## src/hw/scope_pkg.sv

```systemverilog
package scope_pkg;

  //////////////////////////////
  // sizes
  //////////////////////////////

  // channel count
  localparam int unsigned n_chan = 2;
  // adc sample width, signed
  localparam int unsigned dat_w = 14;
  // decimation, pre and post counters
  localparam int unsigned cnt_w = 16;
  // averaging shift
  localparam int unsigned shr_w = 4;
  // decoded bus address bits
  localparam int unsigned baw = 7;
  // accumulator wide enough for 2**cnt_w samples
  localparam int unsigned sum_w = dat_w + cnt_w;
  // trigger channel select width
  localparam int unsigned sel_w = (n_chan > 1) ? $clog2(n_chan) : 1;

  // output credits after reset
  localparam int unsigned credits_max = 8;
  localparam int unsigned crd_w = $clog2(credits_max + 1);

  //////////////////////////////
  // register map
  //////////////////////////////

  localparam logic [baw-1:0] reg_ctl  = 'h00;
  localparam logic [baw-1:0] reg_sts  = 'h04;
  localparam logic [baw-1:0] reg_pre  = 'h10;
  localparam logic [baw-1:0] reg_pst  = 'h14;
  localparam logic [baw-1:0] reg_trg  = 'h18;
  localparam logic [baw-1:0] reg_drop = 'h1c;
  localparam logic [baw-1:0] reg_lvl  = 'h50;
  localparam logic [baw-1:0] reg_hst  = 'h54;
  localparam logic [baw-1:0] reg_edg  = 'h58;
  localparam logic [baw-1:0] reg_avg  = 'h60;
  localparam logic [baw-1:0] reg_dec  = 'h64;
  localparam logic [baw-1:0] reg_shr  = 'h68;

  //////////////////////////////
  // types
  //////////////////////////////

  typedef logic signed [dat_w-1:0] sample_t;

  // system bus
  typedef struct packed {
    logic           wen;
    logic           ren;
    logic [baw-1:0] addr;
    logic [31:0]    wdata;
  } bus_req_t;

  typedef struct packed {
    logic        ack;
    logic        err;
    logic [31:0] rdata;
  } bus_rsp_t;

  // adc input, one sample per channel
  typedef struct packed {
    logic                   valid;
    sample_t [n_chan-1:0]   smp;
  } adc_beat_t;

  // decimated stream of one channel
  typedef struct packed {
    logic    valid;
    sample_t smp;
  } chan_beat_t;

  // merged output pair
  typedef struct packed {
    logic                 valid;
    logic                 last;
    sample_t [n_chan-1:0] smp;
  } pair_beat_t;

  // per channel settings, shared by all channels
  typedef struct packed {
    logic             avg;
    logic [cnt_w-1:0] dec;
    logic [shr_w-1:0] shr;
    sample_t          lvl;
    logic [dat_w-1:0] hst;
    logic             edg;
  } chan_cfg_t;

  typedef struct packed {
    logic [cnt_w-1:0] pre;
    logic [cnt_w-1:0] pst;
    logic [sel_w-1:0] trg_sel;
    logic             trg_en;
  } acq_cfg_t;

  // one cycle pulses from reg_ctl
  typedef struct packed {
    logic rst;
    logic acq;
    logic stp;
    logic trg;
  } ctl_t;

endpackage

```

## src/hw/scope_acq.sv

```systemverilog
`timescale 1ns/10ps

module scope_acq (
  input  logic                         bus,
  input  logic                         rst_n,
  input  scope_pkg::acq_cfg_t          cfg,
  input  scope_pkg::ctl_t              ctl,
  input  scope_pkg::chan_beat_t        beats [scope_pkg::n_chan],
  input  logic [scope_pkg::n_chan-1:0] edge_hit,
  input  logic                         credit_ret,
  output scope_pkg::pair_beat_t        sto,
  output logic [2:0]                   sts,
  output logic [scope_pkg::cnt_w-1:0]  drop_cnt
);

  // status flags
  logic acquiring;
  logic triggered;
  logic done;

  logic [scope_pkg::cnt_w-1:0] pre_cnt;
  logic [scope_pkg::cnt_w-1:0] pst_cnt;
  logic [scope_pkg::cnt_w-1:0] pst_nxt;
  logic [scope_pkg::crd_w-1:0] crd_cnt;

  logic ctl_any;
  logic cand;
  logic send;
  logic trg_hit;
  logic is_last;

  assign sts = {done, triggered, acquiring};

  //////////////////////////////
  // candidate and trigger
  //////////////////////////////

  // a control pulse owns the cycle
  assign ctl_any = ctl.rst | ctl.acq | ctl.stp;
  // channels emit together, channel 0 stands for all
  assign cand    = acquiring & ~ctl_any & beats[0].valid;
  assign send    = cand & (crd_cnt != '0);
  assign pst_nxt = pst_cnt + 1'b1;
  assign is_last = cand & triggered & (pst_nxt == cfg.pst);

  // sw pulse or selected edge, only once pre count is met
  assign trg_hit = acquiring & ~ctl_any & ~triggered & (pre_cnt >= cfg.pre) &
                   (ctl.trg | (cfg.trg_en & edge_hit[cfg.trg_sel]));

  //////////////////////////////
  // sequencer
  //////////////////////////////

  always_ff @(posedge bus) begin
    if (!rst_n) begin
      acquiring <= 1'b0;
      triggered <= 1'b0;
      done      <= 1'b0;
      pre_cnt   <= '0;
      pst_cnt   <= '0;
    end else if (ctl.rst) begin
      acquiring <= 1'b0;
      triggered <= 1'b0;
      done      <= 1'b0;
    end else if (ctl.acq) begin
      // arm
      acquiring <= 1'b1;
      triggered <= 1'b0;
      done      <= 1'b0;
      pre_cnt   <= '0;
      pst_cnt   <= '0;
    end else if (ctl.stp) begin
      acquiring <= 1'b0;
    end else begin
      // pre count saturates at the configured value
      if (cand && !triggered && pre_cnt < cfg.pre) begin
        pre_cnt <= pre_cnt + 1'b1;
      end
      if (cand && triggered) begin
        pst_cnt <= pst_nxt;
      end
      if (is_last) begin
        acquiring <= 1'b0;
        done      <= 1'b1;
      end
      if (trg_hit) begin
        triggered <= 1'b1;
        // zero post count finishes on the trigger itself
        if (cfg.pst == '0) begin
          acquiring <= 1'b0;
          done      <= 1'b1;
        end
      end
    end
  end

  //////////////////////////////
  // output, credits and drops
  //////////////////////////////

  always_ff @(posedge bus) begin
    if (!rst_n) begin
      sto <= '0;
    end else begin
      sto.valid <= send;
      sto.last  <= send & is_last;
      for (int i = 0; i < scope_pkg::n_chan; i++) begin
        sto.smp[i] <= beats[i].smp;
      end
    end
  end

  // one credit per sent pair, one back per return cycle
  always_ff @(posedge bus) begin
    if (!rst_n) begin
      crd_cnt <= scope_pkg::crd_w'(scope_pkg::credits_max);
    end else begin
      crd_cnt <= crd_cnt - scope_pkg::crd_w'(send) + scope_pkg::crd_w'(credit_ret);
    end
  end

  // pairs lost for lack of credit
  always_ff @(posedge bus) begin
    if (!rst_n) begin
      drop_cnt <= '0;
    end else if (ctl.rst) begin
      drop_cnt <= '0;
    end else if (cand && !send) begin
      drop_cnt <= drop_cnt + 1'b1;
    end
  end

endmodule

```

## src/hw/scope_chan.sv

```systemverilog
`timescale 1ns/10ps

module scope_chan (
  input  logic                    bus,
  input  logic                    rst_n,
  input  scope_pkg::chan_cfg_t    cfg,
  input  logic                    clr,
  input  logic                    valid,
  input  scope_pkg::sample_t      sample,
  output scope_pkg::chan_beat_t   beat,
  output logic                    edge_hit
);

  localparam int unsigned ext_w = scope_pkg::dat_w + 2;

  // decimation phase and running sum
  logic        [scope_pkg::cnt_w-1:0] dec_cnt;
  logic signed [scope_pkg::sum_w-1:0] sum_acc;
  logic signed [scope_pkg::sum_w-1:0] sum_nxt;
  logic signed [scope_pkg::sum_w-1:0] sum_shr;

  // edge detector, widened so thresholds never wrap
  logic signed [ext_w-1:0] smp_x;
  logic signed [ext_w-1:0] lvl_x;
  logic signed [ext_w-1:0] hst_x;
  logic                    arm_c;
  logic                    fire_c;
  logic                    armed;

  //////////////////////////////
  // averager and decimator
  //////////////////////////////

  // sum including the current sample
  assign sum_nxt = sum_acc + scope_pkg::sum_w'(sample);
  assign sum_shr = sum_nxt >>> cfg.shr;

  always_ff @(posedge bus) begin
    if (!rst_n) begin
      dec_cnt <= '0;
      sum_acc <= '0;
      beat    <= '0;
    end else begin
      beat.valid <= 1'b0;
      if (clr) begin
        // restart the phase
        dec_cnt <= '0;
        sum_acc <= '0;
      end else if (valid) begin
        if (dec_cnt == cfg.dec) begin
          dec_cnt    <= '0;
          sum_acc    <= '0;
          beat.valid <= 1'b1;
          // averaged result truncated to sample width
          beat.smp   <= cfg.avg ? sum_shr[scope_pkg::dat_w-1:0] : sample;
        end else begin
          dec_cnt <= dec_cnt + 1'b1;
          sum_acc <= sum_nxt;
        end
      end
    end
  end

  //////////////////////////////
  // hysteresis edge detector
  //////////////////////////////

  assign smp_x = ext_w'(beat.smp);
  assign lvl_x = ext_w'(cfg.lvl);
  assign hst_x = $signed({2'b00, cfg.hst});

  // rising arms below lvl-hst, falling above lvl+hst
  always_comb begin
    if (cfg.edg) begin
      arm_c  = smp_x > (lvl_x + hst_x);
      fire_c = smp_x <= lvl_x;
    end else begin
      arm_c  = smp_x < (lvl_x - hst_x);
      fire_c = smp_x >= lvl_x;
    end
  end

  // one pulse per crossing, then wait to rearm
  always_ff @(posedge bus) begin
    if (!rst_n) begin
      armed    <= 1'b0;
      edge_hit <= 1'b0;
    end else begin
      edge_hit <= 1'b0;
      if (beat.valid) begin
        if (armed && fire_c) begin
          edge_hit <= 1'b1;
          armed    <= 1'b0;
        end else if (arm_c) begin
          armed <= 1'b1;
        end
      end
    end
  end

endmodule

```

## src/hw/scope_regs.sv

```systemverilog
`timescale 1ns/10ps

module scope_regs (
  input  logic                         bus,
  input  logic                         rst_n,
  input  scope_pkg::bus_req_t          req,
  input  logic [2:0]                   acq_sts,
  input  logic [scope_pkg::cnt_w-1:0]  drop_cnt,
  output scope_pkg::bus_rsp_t          rsp,
  output scope_pkg::chan_cfg_t         chan_cfg,
  output scope_pkg::acq_cfg_t          acq_cfg,
  output scope_pkg::ctl_t              ctl
);

  // write to the control register in this cycle
  logic ctl_wr;

  assign ctl_wr = req.wen && (req.addr == scope_pkg::reg_ctl);

  //////////////////////////////
  // handshake and read data
  //////////////////////////////

  always_ff @(posedge bus) begin
    if (!rst_n) begin
      rsp <= '0;
    end else begin
      // ack one cycle after any access
      rsp.ack <= req.wen | req.ren;
      rsp.err <= 1'b0;
      if (req.ren) begin
        case (req.addr)
          scope_pkg::reg_sts:
            rsp.rdata <= {29'd0, acq_sts};
          scope_pkg::reg_pre:
            rsp.rdata <= {{(32-scope_pkg::cnt_w){1'b0}}, acq_cfg.pre};
          scope_pkg::reg_pst:
            rsp.rdata <= {{(32-scope_pkg::cnt_w){1'b0}}, acq_cfg.pst};
          scope_pkg::reg_trg:
            rsp.rdata <= {{(31-scope_pkg::sel_w){1'b0}}, acq_cfg.trg_sel, acq_cfg.trg_en};
          scope_pkg::reg_drop:
            rsp.rdata <= {{(32-scope_pkg::cnt_w){1'b0}}, drop_cnt};
          // edge detector, level read back unsigned
          scope_pkg::reg_lvl:
            rsp.rdata <= {{(32-scope_pkg::dat_w){1'b0}}, chan_cfg.lvl};
          scope_pkg::reg_hst:
            rsp.rdata <= {{(32-scope_pkg::dat_w){1'b0}}, chan_cfg.hst};
          scope_pkg::reg_edg:
            rsp.rdata <= {31'd0, chan_cfg.edg};
          // averager and decimator
          scope_pkg::reg_avg:
            rsp.rdata <= {31'd0, chan_cfg.avg};
          scope_pkg::reg_dec:
            rsp.rdata <= {{(32-scope_pkg::cnt_w){1'b0}}, chan_cfg.dec};
          scope_pkg::reg_shr:
            rsp.rdata <= {{(32-scope_pkg::shr_w){1'b0}}, chan_cfg.shr};
          // reg_ctl is write only
          default:
            rsp.rdata <= '0;
        endcase
      end
    end
  end

  //////////////////////////////
  // configuration writes
  //////////////////////////////

  always_ff @(posedge bus) begin
    if (!rst_n) begin
      chan_cfg <= '0;
      acq_cfg  <= '0;
    end else if (req.wen) begin
      case (req.addr)
        scope_pkg::reg_pre: acq_cfg.pre <= req.wdata[scope_pkg::cnt_w-1:0];
        scope_pkg::reg_pst: acq_cfg.pst <= req.wdata[scope_pkg::cnt_w-1:0];
        scope_pkg::reg_trg: begin
          acq_cfg.trg_en  <= req.wdata[0];
          acq_cfg.trg_sel <= req.wdata[scope_pkg::sel_w:1];
        end
        scope_pkg::reg_lvl: chan_cfg.lvl <= req.wdata[scope_pkg::dat_w-1:0];
        scope_pkg::reg_hst: chan_cfg.hst <= req.wdata[scope_pkg::dat_w-1:0];
        scope_pkg::reg_edg: chan_cfg.edg <= req.wdata[0];
        scope_pkg::reg_avg: chan_cfg.avg <= req.wdata[0];
        scope_pkg::reg_dec: chan_cfg.dec <= req.wdata[scope_pkg::cnt_w-1:0];
        scope_pkg::reg_shr: chan_cfg.shr <= req.wdata[scope_pkg::shr_w-1:0];
        default: ;
      endcase
    end
  end

  //////////////////////////////
  // control pulses
  //////////////////////////////

  // registered, live for exactly one cycle
  always_ff @(posedge bus) begin
    if (!rst_n) begin
      ctl <= '0;
    end else begin
      ctl.rst <= ctl_wr & req.wdata[0];
      ctl.acq <= ctl_wr & req.wdata[1];
      ctl.stp <= ctl_wr & req.wdata[2];
      ctl.trg <= ctl_wr & req.wdata[3];
    end
  end

endmodule

```

## src/hw/scope_top.sv

```systemverilog
`timescale 1ns/10ps

module scope_top (
  input  logic                  bus,
  input  logic                  rst_n,
  input  scope_pkg::bus_req_t   req,
  input  scope_pkg::adc_beat_t  adc,
  input  logic                  credit_ret,
  output scope_pkg::bus_rsp_t   rsp,
  output scope_pkg::pair_beat_t sto
);

  // configuration and control from the register set
  scope_pkg::chan_cfg_t chan_cfg;
  scope_pkg::acq_cfg_t  acq_cfg;
  scope_pkg::ctl_t      ctl;

  // channel outputs into acquisition
  scope_pkg::chan_beat_t        beats [scope_pkg::n_chan];
  logic [scope_pkg::n_chan-1:0] edge_hit;

  // status back to the register set
  logic [2:0]                  acq_sts;
  logic [scope_pkg::cnt_w-1:0] drop_cnt;

  //////////////////////////////
  // register set
  //////////////////////////////

  scope_regs u_regs (
    .bus      (bus),
    .rst_n    (rst_n),
    .req      (req),
    .acq_sts  (acq_sts),
    .drop_cnt (drop_cnt),
    .rsp      (rsp),
    .chan_cfg (chan_cfg),
    .acq_cfg  (acq_cfg),
    .ctl      (ctl)
  );

  //////////////////////////////
  // channels
  //////////////////////////////

  for (genvar i = 0; i < scope_pkg::n_chan; i++) begin : g_chan
    scope_chan u_chan (
      .bus      (bus),
      .rst_n    (rst_n),
      .cfg      (chan_cfg),
      .clr      (ctl.rst),
      .valid    (adc.valid),
      .sample   (adc.smp[i]),
      .beat     (beats[i]),
      .edge_hit (edge_hit[i])
    );
  end

  //////////////////////////////
  // acquisition
  //////////////////////////////

  scope_acq u_acq (
    .bus        (bus),
    .rst_n      (rst_n),
    .cfg        (acq_cfg),
    .ctl        (ctl),
    .beats      (beats),
    .edge_hit   (edge_hit),
    .credit_ret (credit_ret),
    .sto        (sto),
    .sts        (acq_sts),
    .drop_cnt   (drop_cnt)
  );

endmodule

```

## config.mk

```make
export PLATFORM = sky130hd
export DESIGN_NAME = scope_top
export DESIGN_NICKNAME = d
export VERILOG_FILES = /design/src/hw/scope_pkg.sv /design/src/hw/scope_acq.sv /design/src/hw/scope_chan.sv /design/src/hw/scope_regs.sv /design/src/hw/scope_top.sv
export SDC_FILE = /design/constraint.sdc
export NUM_CORES = 1
export LEC_CHECK = 0
export BUFFER_PORTS_ARGS = -buffer_cell sky130_fd_sc_hd__buf_2
export CORE_UTILIZATION = 54
export CTS_CLUSTER_DIAMETER = 120
export DETAILED_ROUTE_END_ITERATION = 7
export GPL_ROUTABILITY_DRIVEN = 0
export PLACE_DENSITY_LB_ADDON = 0.12
export SLEW_MARGIN = 20
export SYNTH_ARGS = -nofsm -noshare
export SYNTH_HDL_FRONTEND = slang
export SYNTH_SLANG_ARGS = --single-unit
```

## constraint.sdc

```tcl
create_clock -name bus -period 6.1 [get_ports bus]
set_input_delay 0 -clock bus [delete_from_list [all_inputs] [get_ports bus]]
set_output_delay 0 -clock bus [all_outputs]
set_load 0.005 [all_outputs]
```

# --- Yosys cells after proc, flatten, opt, wreduce, memory -nomap -nowiden ---
# Index checks and enable logic that the tools add are counted.
word_totals:
  regBits: 332
  input_bits: 73
  wordCells: 174
  output_inout_bits: 64
op_classes:
  magnitude_cmp: 11
  shifts: 2
  addsub: 11
  n_eq_ne: 15
  n_mux: 35
  reduce_logical: 37
  bitwise_logic: 24
op_table:
  columns: ["op", "n"]
  rows:
  - ["one-hot mux 16 bit (11 select lines)", 1]
  - ["2-to-1 mux 16 bit", 8]
  - ["adder 16 x 1 -> 16 bit (second input constant)", 5]
  - ["adder 30 x 14 -> 30 bit", 2]
  - ["2-to-1 mux 30 bit", 2]
  - [">>> shifter 30 x 4 -> 14 bit", 2]
  - ["== test 16 bit", 3]
  - ["== test 7 bit (second input constant)", 6]
  - ["greater-than comparator 14 x 16 -> 1 bit", 2]
  - ["less-than comparator 14 x 16 -> 1 bit", 2]
  - ["2-to-1 mux 15 bit", 2]
  - ["== test 7 x 5 -> 1 bit (second input constant)", 4]
  - [">= comparator 14 bit", 2]
  - ["less-or-equal comparator 14 bit", 2]
  - ["2-to-1 mux 14 bit", 2]
  - ["AND reduction 2 bit", 14]
  - ["2-to-1 mux 1 bit", 20]
  - ["adder 14 x 15 -> 16 bit", 1]
  - [">= comparator 16 bit", 1]
  - ["zero test 16 bit", 1]
  - ["less-than comparator 16 bit", 1]
  - ["subtractor 14 x 15 -> 16 bit", 1]
  - ["AND 1 bit", 14]
  - ["AND reduction 3 bit", 4]
  - ["other kinds (14)", 33]

# --- Logic depth before layout (Yosys ltp) ---
logic_depth:
  depth_word: 12
  depth_mapped: 21
  ltp_nobuf: 21

# --- Hierarchy ---
# A second synthesis with hierarchy kept.
hier_totals:
  cells_unflattened: 3204
  area_unflattened_um2: 25289.3
modules_own_cells:
  columns: ["module", "instances", "area_each_um2", "cells_each"]
  rows:
  - ["scope_chan at g_chan[0].u_chan", 1, 7948.9, 1037]
  - ["scope_chan at g_chan[1].u_chan", 1, 7746.2, 1025]
  - ["scope_regs", 1, 5003.5, 601]
  - ["scope_acq", 1, 4590.7, 541]

# --- Least setup slack after synthesis ---
# Ideal clock, no wire load.
synth_path:
  kind: "register to register"
  start: "register u_regs.chan_cfg[4] (netlist name)"
  end: "register g_chan[0].u_chan.armed"
  arrival_time_ns: 3.663
  setup_ns: 0.114
  t_required_ns: 5.986
  stages_incl_launch_ff: 20
  path_slack_ns: 2.323
  cell_sequence: "dfxtp_1 -> inv_1 -> ha_1 -> clkbuf_1 -> a221oi_1 -> or4_1 -> a31o_2 -> a21oi_1 -> o21bai_1 -> a21oi_1 -> o21bai_1 -> a21oi_1 -> xnor2_1 -> ha_1 -> and4_1 -> and3_1 -> o2111a_1 -> a211oi_1 -> mux2i_1 -> a21o_1"
synth_via:
  elab_chain_cells: 5
synth_lines:
  columns: ["element", "line", "text"]
  rows:
  - ["subtractor 14 x 15 -> 16 bit or adder 14 x 15 -> 16 bit (tied branches)", "scope_chan.sv:78, scope_chan.sv:75", null]
  - ["less-than comparator 14 x 16 -> 1 bit or greater-than comparator 14 x 16 -> 1 bit (tied branches)", "scope_chan.sv:78, scope_chan.sv:75", null]
  - ["2-to-1 mux 1 bit (*)", "scope_chan.sv:74", "if (cfg.edg) begin"]
  - ["nonzero test 2 bit (no source line) (*)", null, null]
  - ["AND reduction 2 bit (no source line) (*)", null, null]
  - ["end signal: assignment", "scope_chan.sv:86", "armed <= 1'b0;"]
  - ["end signal: assignment", "scope_chan.sv:93", "armed <= 1'b0;"]
  - ["end signal: assignment", "scope_chan.sv:95", "armed <= 1'b1;"]
  - ["end: declaration", "scope_chan.sv:28", "logic armed;"]
# Every way passes the cells marked *; elsewhere a longest branch is shown, timed or not.
# A chain may end at the register's enable or synchronous reset.

# --- Final worst setup path ---
layout_path:
  start: "register u_regs.chan_cfg[2] (netlist name)"
  end: "register g_chan[0].u_chan.armed"
layout_via:
  elab_chain_cells: 5
layout_lines:
  columns: ["element", "line"]
  rows:
  - ["subtractor 14 x 15 -> 16 bit or adder 14 x 15 -> 16 bit (tied branches)", "scope_chan.sv:78, scope_chan.sv:75"]
  - ["less-than comparator 14 x 16 -> 1 bit or greater-than comparator 14 x 16 -> 1 bit (tied branches)", "scope_chan.sv:78, scope_chan.sv:75"]
  - ["2-to-1 mux 1 bit (*)", "scope_chan.sv:74"]
  - ["nonzero test 2 bit (no source line) (*)", null]
  - ["AND reduction 2 bit (no source line) (*)", null]
# Marks and branches as above.

==> key figures <==
Power and ir drop
  – Clock Power Share: 44.9%
  – Peak VDD IR: 214 uV
  – Comb pwr share: 15.6%
  – Net Sw Frac: 28.9%
  – Switching power: 1.57 mW
  – Power Internal: 3.87 mW
  – Leakage: 10.2 nW
  – PD cells: 217 nW/um^2
  – Overall power: 5.45 mW
  – Flop pwr share: 39.6%

Clock tree
  – H-tree depth: 2
  – Max clock buf depth: 3
  – CTS tree: built
  – CTS Sinks: 314
  – Clock Latency Late Sink: 0.58 ns
  – # resized after CTS: 0
  – CTS root buf: clkbuf_16
  – Num CTS Buffers: 38
  – Clock transition at the registers of the reported paths: 0.08 ns

Placed design
  – # port buffers: 103
  – Pre-CTS setup slack: 1.55 ns
  – Final HPWL DP: 54.2 mm
  – Area of placed instances: 23300 sq um
  – Inst Count DP: 3382

Timing
  – Max Clock Skew: 0.0205 ns
  – Max Fclk: 215 MHz
  – Relative slew slack: 22.4%
  – Final hold slack: 0.0465 ns
  – Final period utilization: 76.1%
  – Worst-margin pin slew: 1.16 ns
  – Post-layout worst setup margin: 1.46 ns
  – Fin Setup TNS: 0 ns
  – Final slew viol count: 0
  – RSZ-0062 raised after global routing: no
  – Hold Fails Final Rpt: 0
  – Setup-failing EPs final: 0
  – Final min period: 4.64 ns

Setup path
  – Slowest cell on crit path: a2111oi_0
  – Reg2reg end: g_chan[0].u_chan.armed
  – Critical path class: reg2reg
  – Crit-path cells: inv_1, ha_1, a21oi_1, o21bai_1, a21oi_1, o21bai_1, a31oi_1, o21ai_0, o21ai_0, nand2b_1, xnor2_1, ha_1, and4_1, o211ai_1, a21oi_1, a2111oi_0, o21ai_0, mux2i_1, a31o_2, a21o_1
  – CP Launch Type: flip-flop
  – RR Startpoint: u_regs.chan_cfg[2]
  – Crit path DAT: 5.12 ns
  – R2R depth: 20
  – Largest stage delay, worst path: 0.55 ns
  – Worst Path Max Fanout: 5
  – CP Buf/Inv Count: 1
  – Endpoint class of the critical path: flip-flop
  – Setup slack, reg-to-reg: 1.46 ns
  – CP top delay family: compound AO/OA/AOI/OAI gates
  – Worst Path Required: 6.58 ns

Final layout
  – Final Instance Count excl. Fillers: 3502
  – Area growth syn-to-layout: 11.3%
  – Post-route cell area: 25100 sq um
  – Post-layout util: 61.3%
  – Layout cell share with drive strength beyond 1: 8.72%
  – Reg area: 6290 sq um
  – Fill cells: 3708
  – Final Net Count: 3216
  – Area of the multi-input gates: 15200 sq um
  – # diodes: 0

Drt
  – DRT Wirelength: 73.4 mm
  – Initial DRC count: 2070
  – Vias: 22282
  – Remaining DRCs: 7
  – Number of iterations in the first detailed-routing pass: 8
  – Vias per cell: 6.36
  – Routed Antenna Nets: 0
  – WL/cell: 21.0 microns

Yosys
  – Synth Instances: 2876
  – Synth top area cells: dfxtp_1 28%, ha_1 11%, nand2_1 5.8%, a21oi_1 5.6%, nor2_1 4.4%
  – Synth top cells by count: 351 x nand2_1, 314 x dfxtp_1, 267 x nor2_1, 254 x a21oi_1, 197 x ha_1
  – Register area share after synthesis: 27.8%
  – Post-synth EDFFs: 0
  – Syn_area_per_cell: 7.85 sq um
  – Synth warn: 0
  – Most common cell in the netlist: nand2_1
  – Yosys cell types: 99
  – Main flop type after synthesis: dfxtp_1
  – Post-synth ARST share: 0%
  – Yosys top cell by area: dfxtp_1
  – Synth Cell Area: 22600 sq um
  – Area share of the largest cell type after synthesis: 27.8%
  – Number of synthesized register bits: 314

Floorplanning
  – IO Count: 137
  – Core Area: 41000 sq um
  – Die Wd: 207 microns
  – Die area: 42700 sq um
  – Initial Util: 55.1%
  – Site row count: 74
  – Die Ht: 207 microns

Global routing
  – Number of global-route vias before repair: 20619
  – First-pass GRT wire length: 114 mm
  – Antenna violations before repair: 1
  – Largest net degree at the start of global routing: 80
  – GRT Util Overall: 33.9%
  – GRT overflow: 0

Min path
  – Worst Hold Class: in2reg
  – Hold endpoint: g_chan[1].u_chan.beat[9]
  – Worst Hold Path Cells: 4
  – Worst min-delay path startpoint: adc[23]

Status
  – Failing checks: design-rule violations
  – Status: finished, violations left

Flow run
  – Max Cap Viol: 0
[area by class of cell]
type                    count  share of cell area (%)
multi-input cells        2294                    60.5
flip-flops and latches    314                    25.0
repair buffers            174                    4.68
clock buffers              43                    4.10
well taps                 532                    2.65
inverters                 119                    1.78
clock inverters            26                    1.22
[how the worst max path moves through the flow]
stage / startpoint / endpoint / cells past startpoint
finish: u_regs.chan_cfg[2] / g_chan[0].u_chan.armed / 20
global route: u_regs.chan_cfg[2] / g_chan[0].u_chan.armed / 20
CTS: u_regs.chan_cfg[2] / g_chan[0].u_chan.armed / 20
detailed placement: u_regs.chan_cfg[2] / g_chan[0].u_chan.armed / 20
global placement: u_regs.chan_cfg[2] / g_chan[0].u_chan.armed / 20
floorplan: u_regs.chan_cfg[4] / g_chan[0].u_chan.armed / 19
[kinds of logic after synthesis]
kind of cell | count (synthesis) | synth area share [%]
other | 1 | 0.0166
xor gates and xnor gates | 192 | 7.48
buffers and inverters | 284 | 5.11
muxes | 69 | 3.38
DFF | 314 | 27.8
and+or+nand+nor | 1003 | 20.6
AOI/OAI and AO/OA | 809 | 24.1
adders and majority gates | 204 | 11.4
[power by group through the flow]
| stage | logic (mW) | clock network (mW) | registers (mW) |
|---|---|---|---|
| final | 0.847 | 2.44 | 2.16 |
| after global routing | 0.926 | 2.54 | 2.16 |
| after CTS | 0.826 | 2.47 | 2.15 |
| after detailed placement | 0.796 | 0 | 2.20 |
| after global placement | 0.778 | 0 | 2.20 |
| after floorplan | 0.569 | 0 | 2.18 |
[tightest hold or removal path: cells and delay by family]
family          cells  cell delay [ns]
compound gates      3             0.44
buf+inv             1             0.13
[cell usage in the layout (no fill, tap or decap), types with 93 or more instances in the layout]
cell type  synthesis  layout
ha_1             197     197
dfxtp_1          314     311
xor2_1            93      93
buf_2              5     103
xnor2_1           98      98
nor2_1           267     266
inv_1            113     111
a21oi_1          254     254
o21ai_0          111     111
nand2_1          351     351
[metal layers]
metal | track usage (%) | wire length (microns) | vias to the layer above
met5 | 0 | 12 | -
met4 | 11.4 | 2300 | 2
met3 | 6.64 | 6700 | 169
met2 | 52.9 | 32200 | 969
met1 | 46.4 | 32200 | 10678
li1 | - | - | 10464
[state kept, by name (all words and copies together), names as in the netlist, 2 cells and up]
signal and flops:
u_regs.ctl 4, g_chan.u_chan.sum_acc 58, u_acq.drop_cnt 16, u_regs.chan_cfg 50
g_chan.u_chan.dec_cnt 32, u_acq.pst_cnt 16, u_regs.acq_cfg 34, g_chan.u_chan.edge_hit 2
u_acq.sto 30, g_chan.u_chan.beat 30, g_chan.u_chan.armed 2, u_acq.pre_cnt 16
u_regs.rsp 17, u_acq.crd_cnt 4
[repair_timing]
item / CTS / global route
buffers inserted: 0 / 0
endpoints found under the hold margin: 132 / 0
hold buffers: 51 / 0
(Power assumes the default switching activity.)
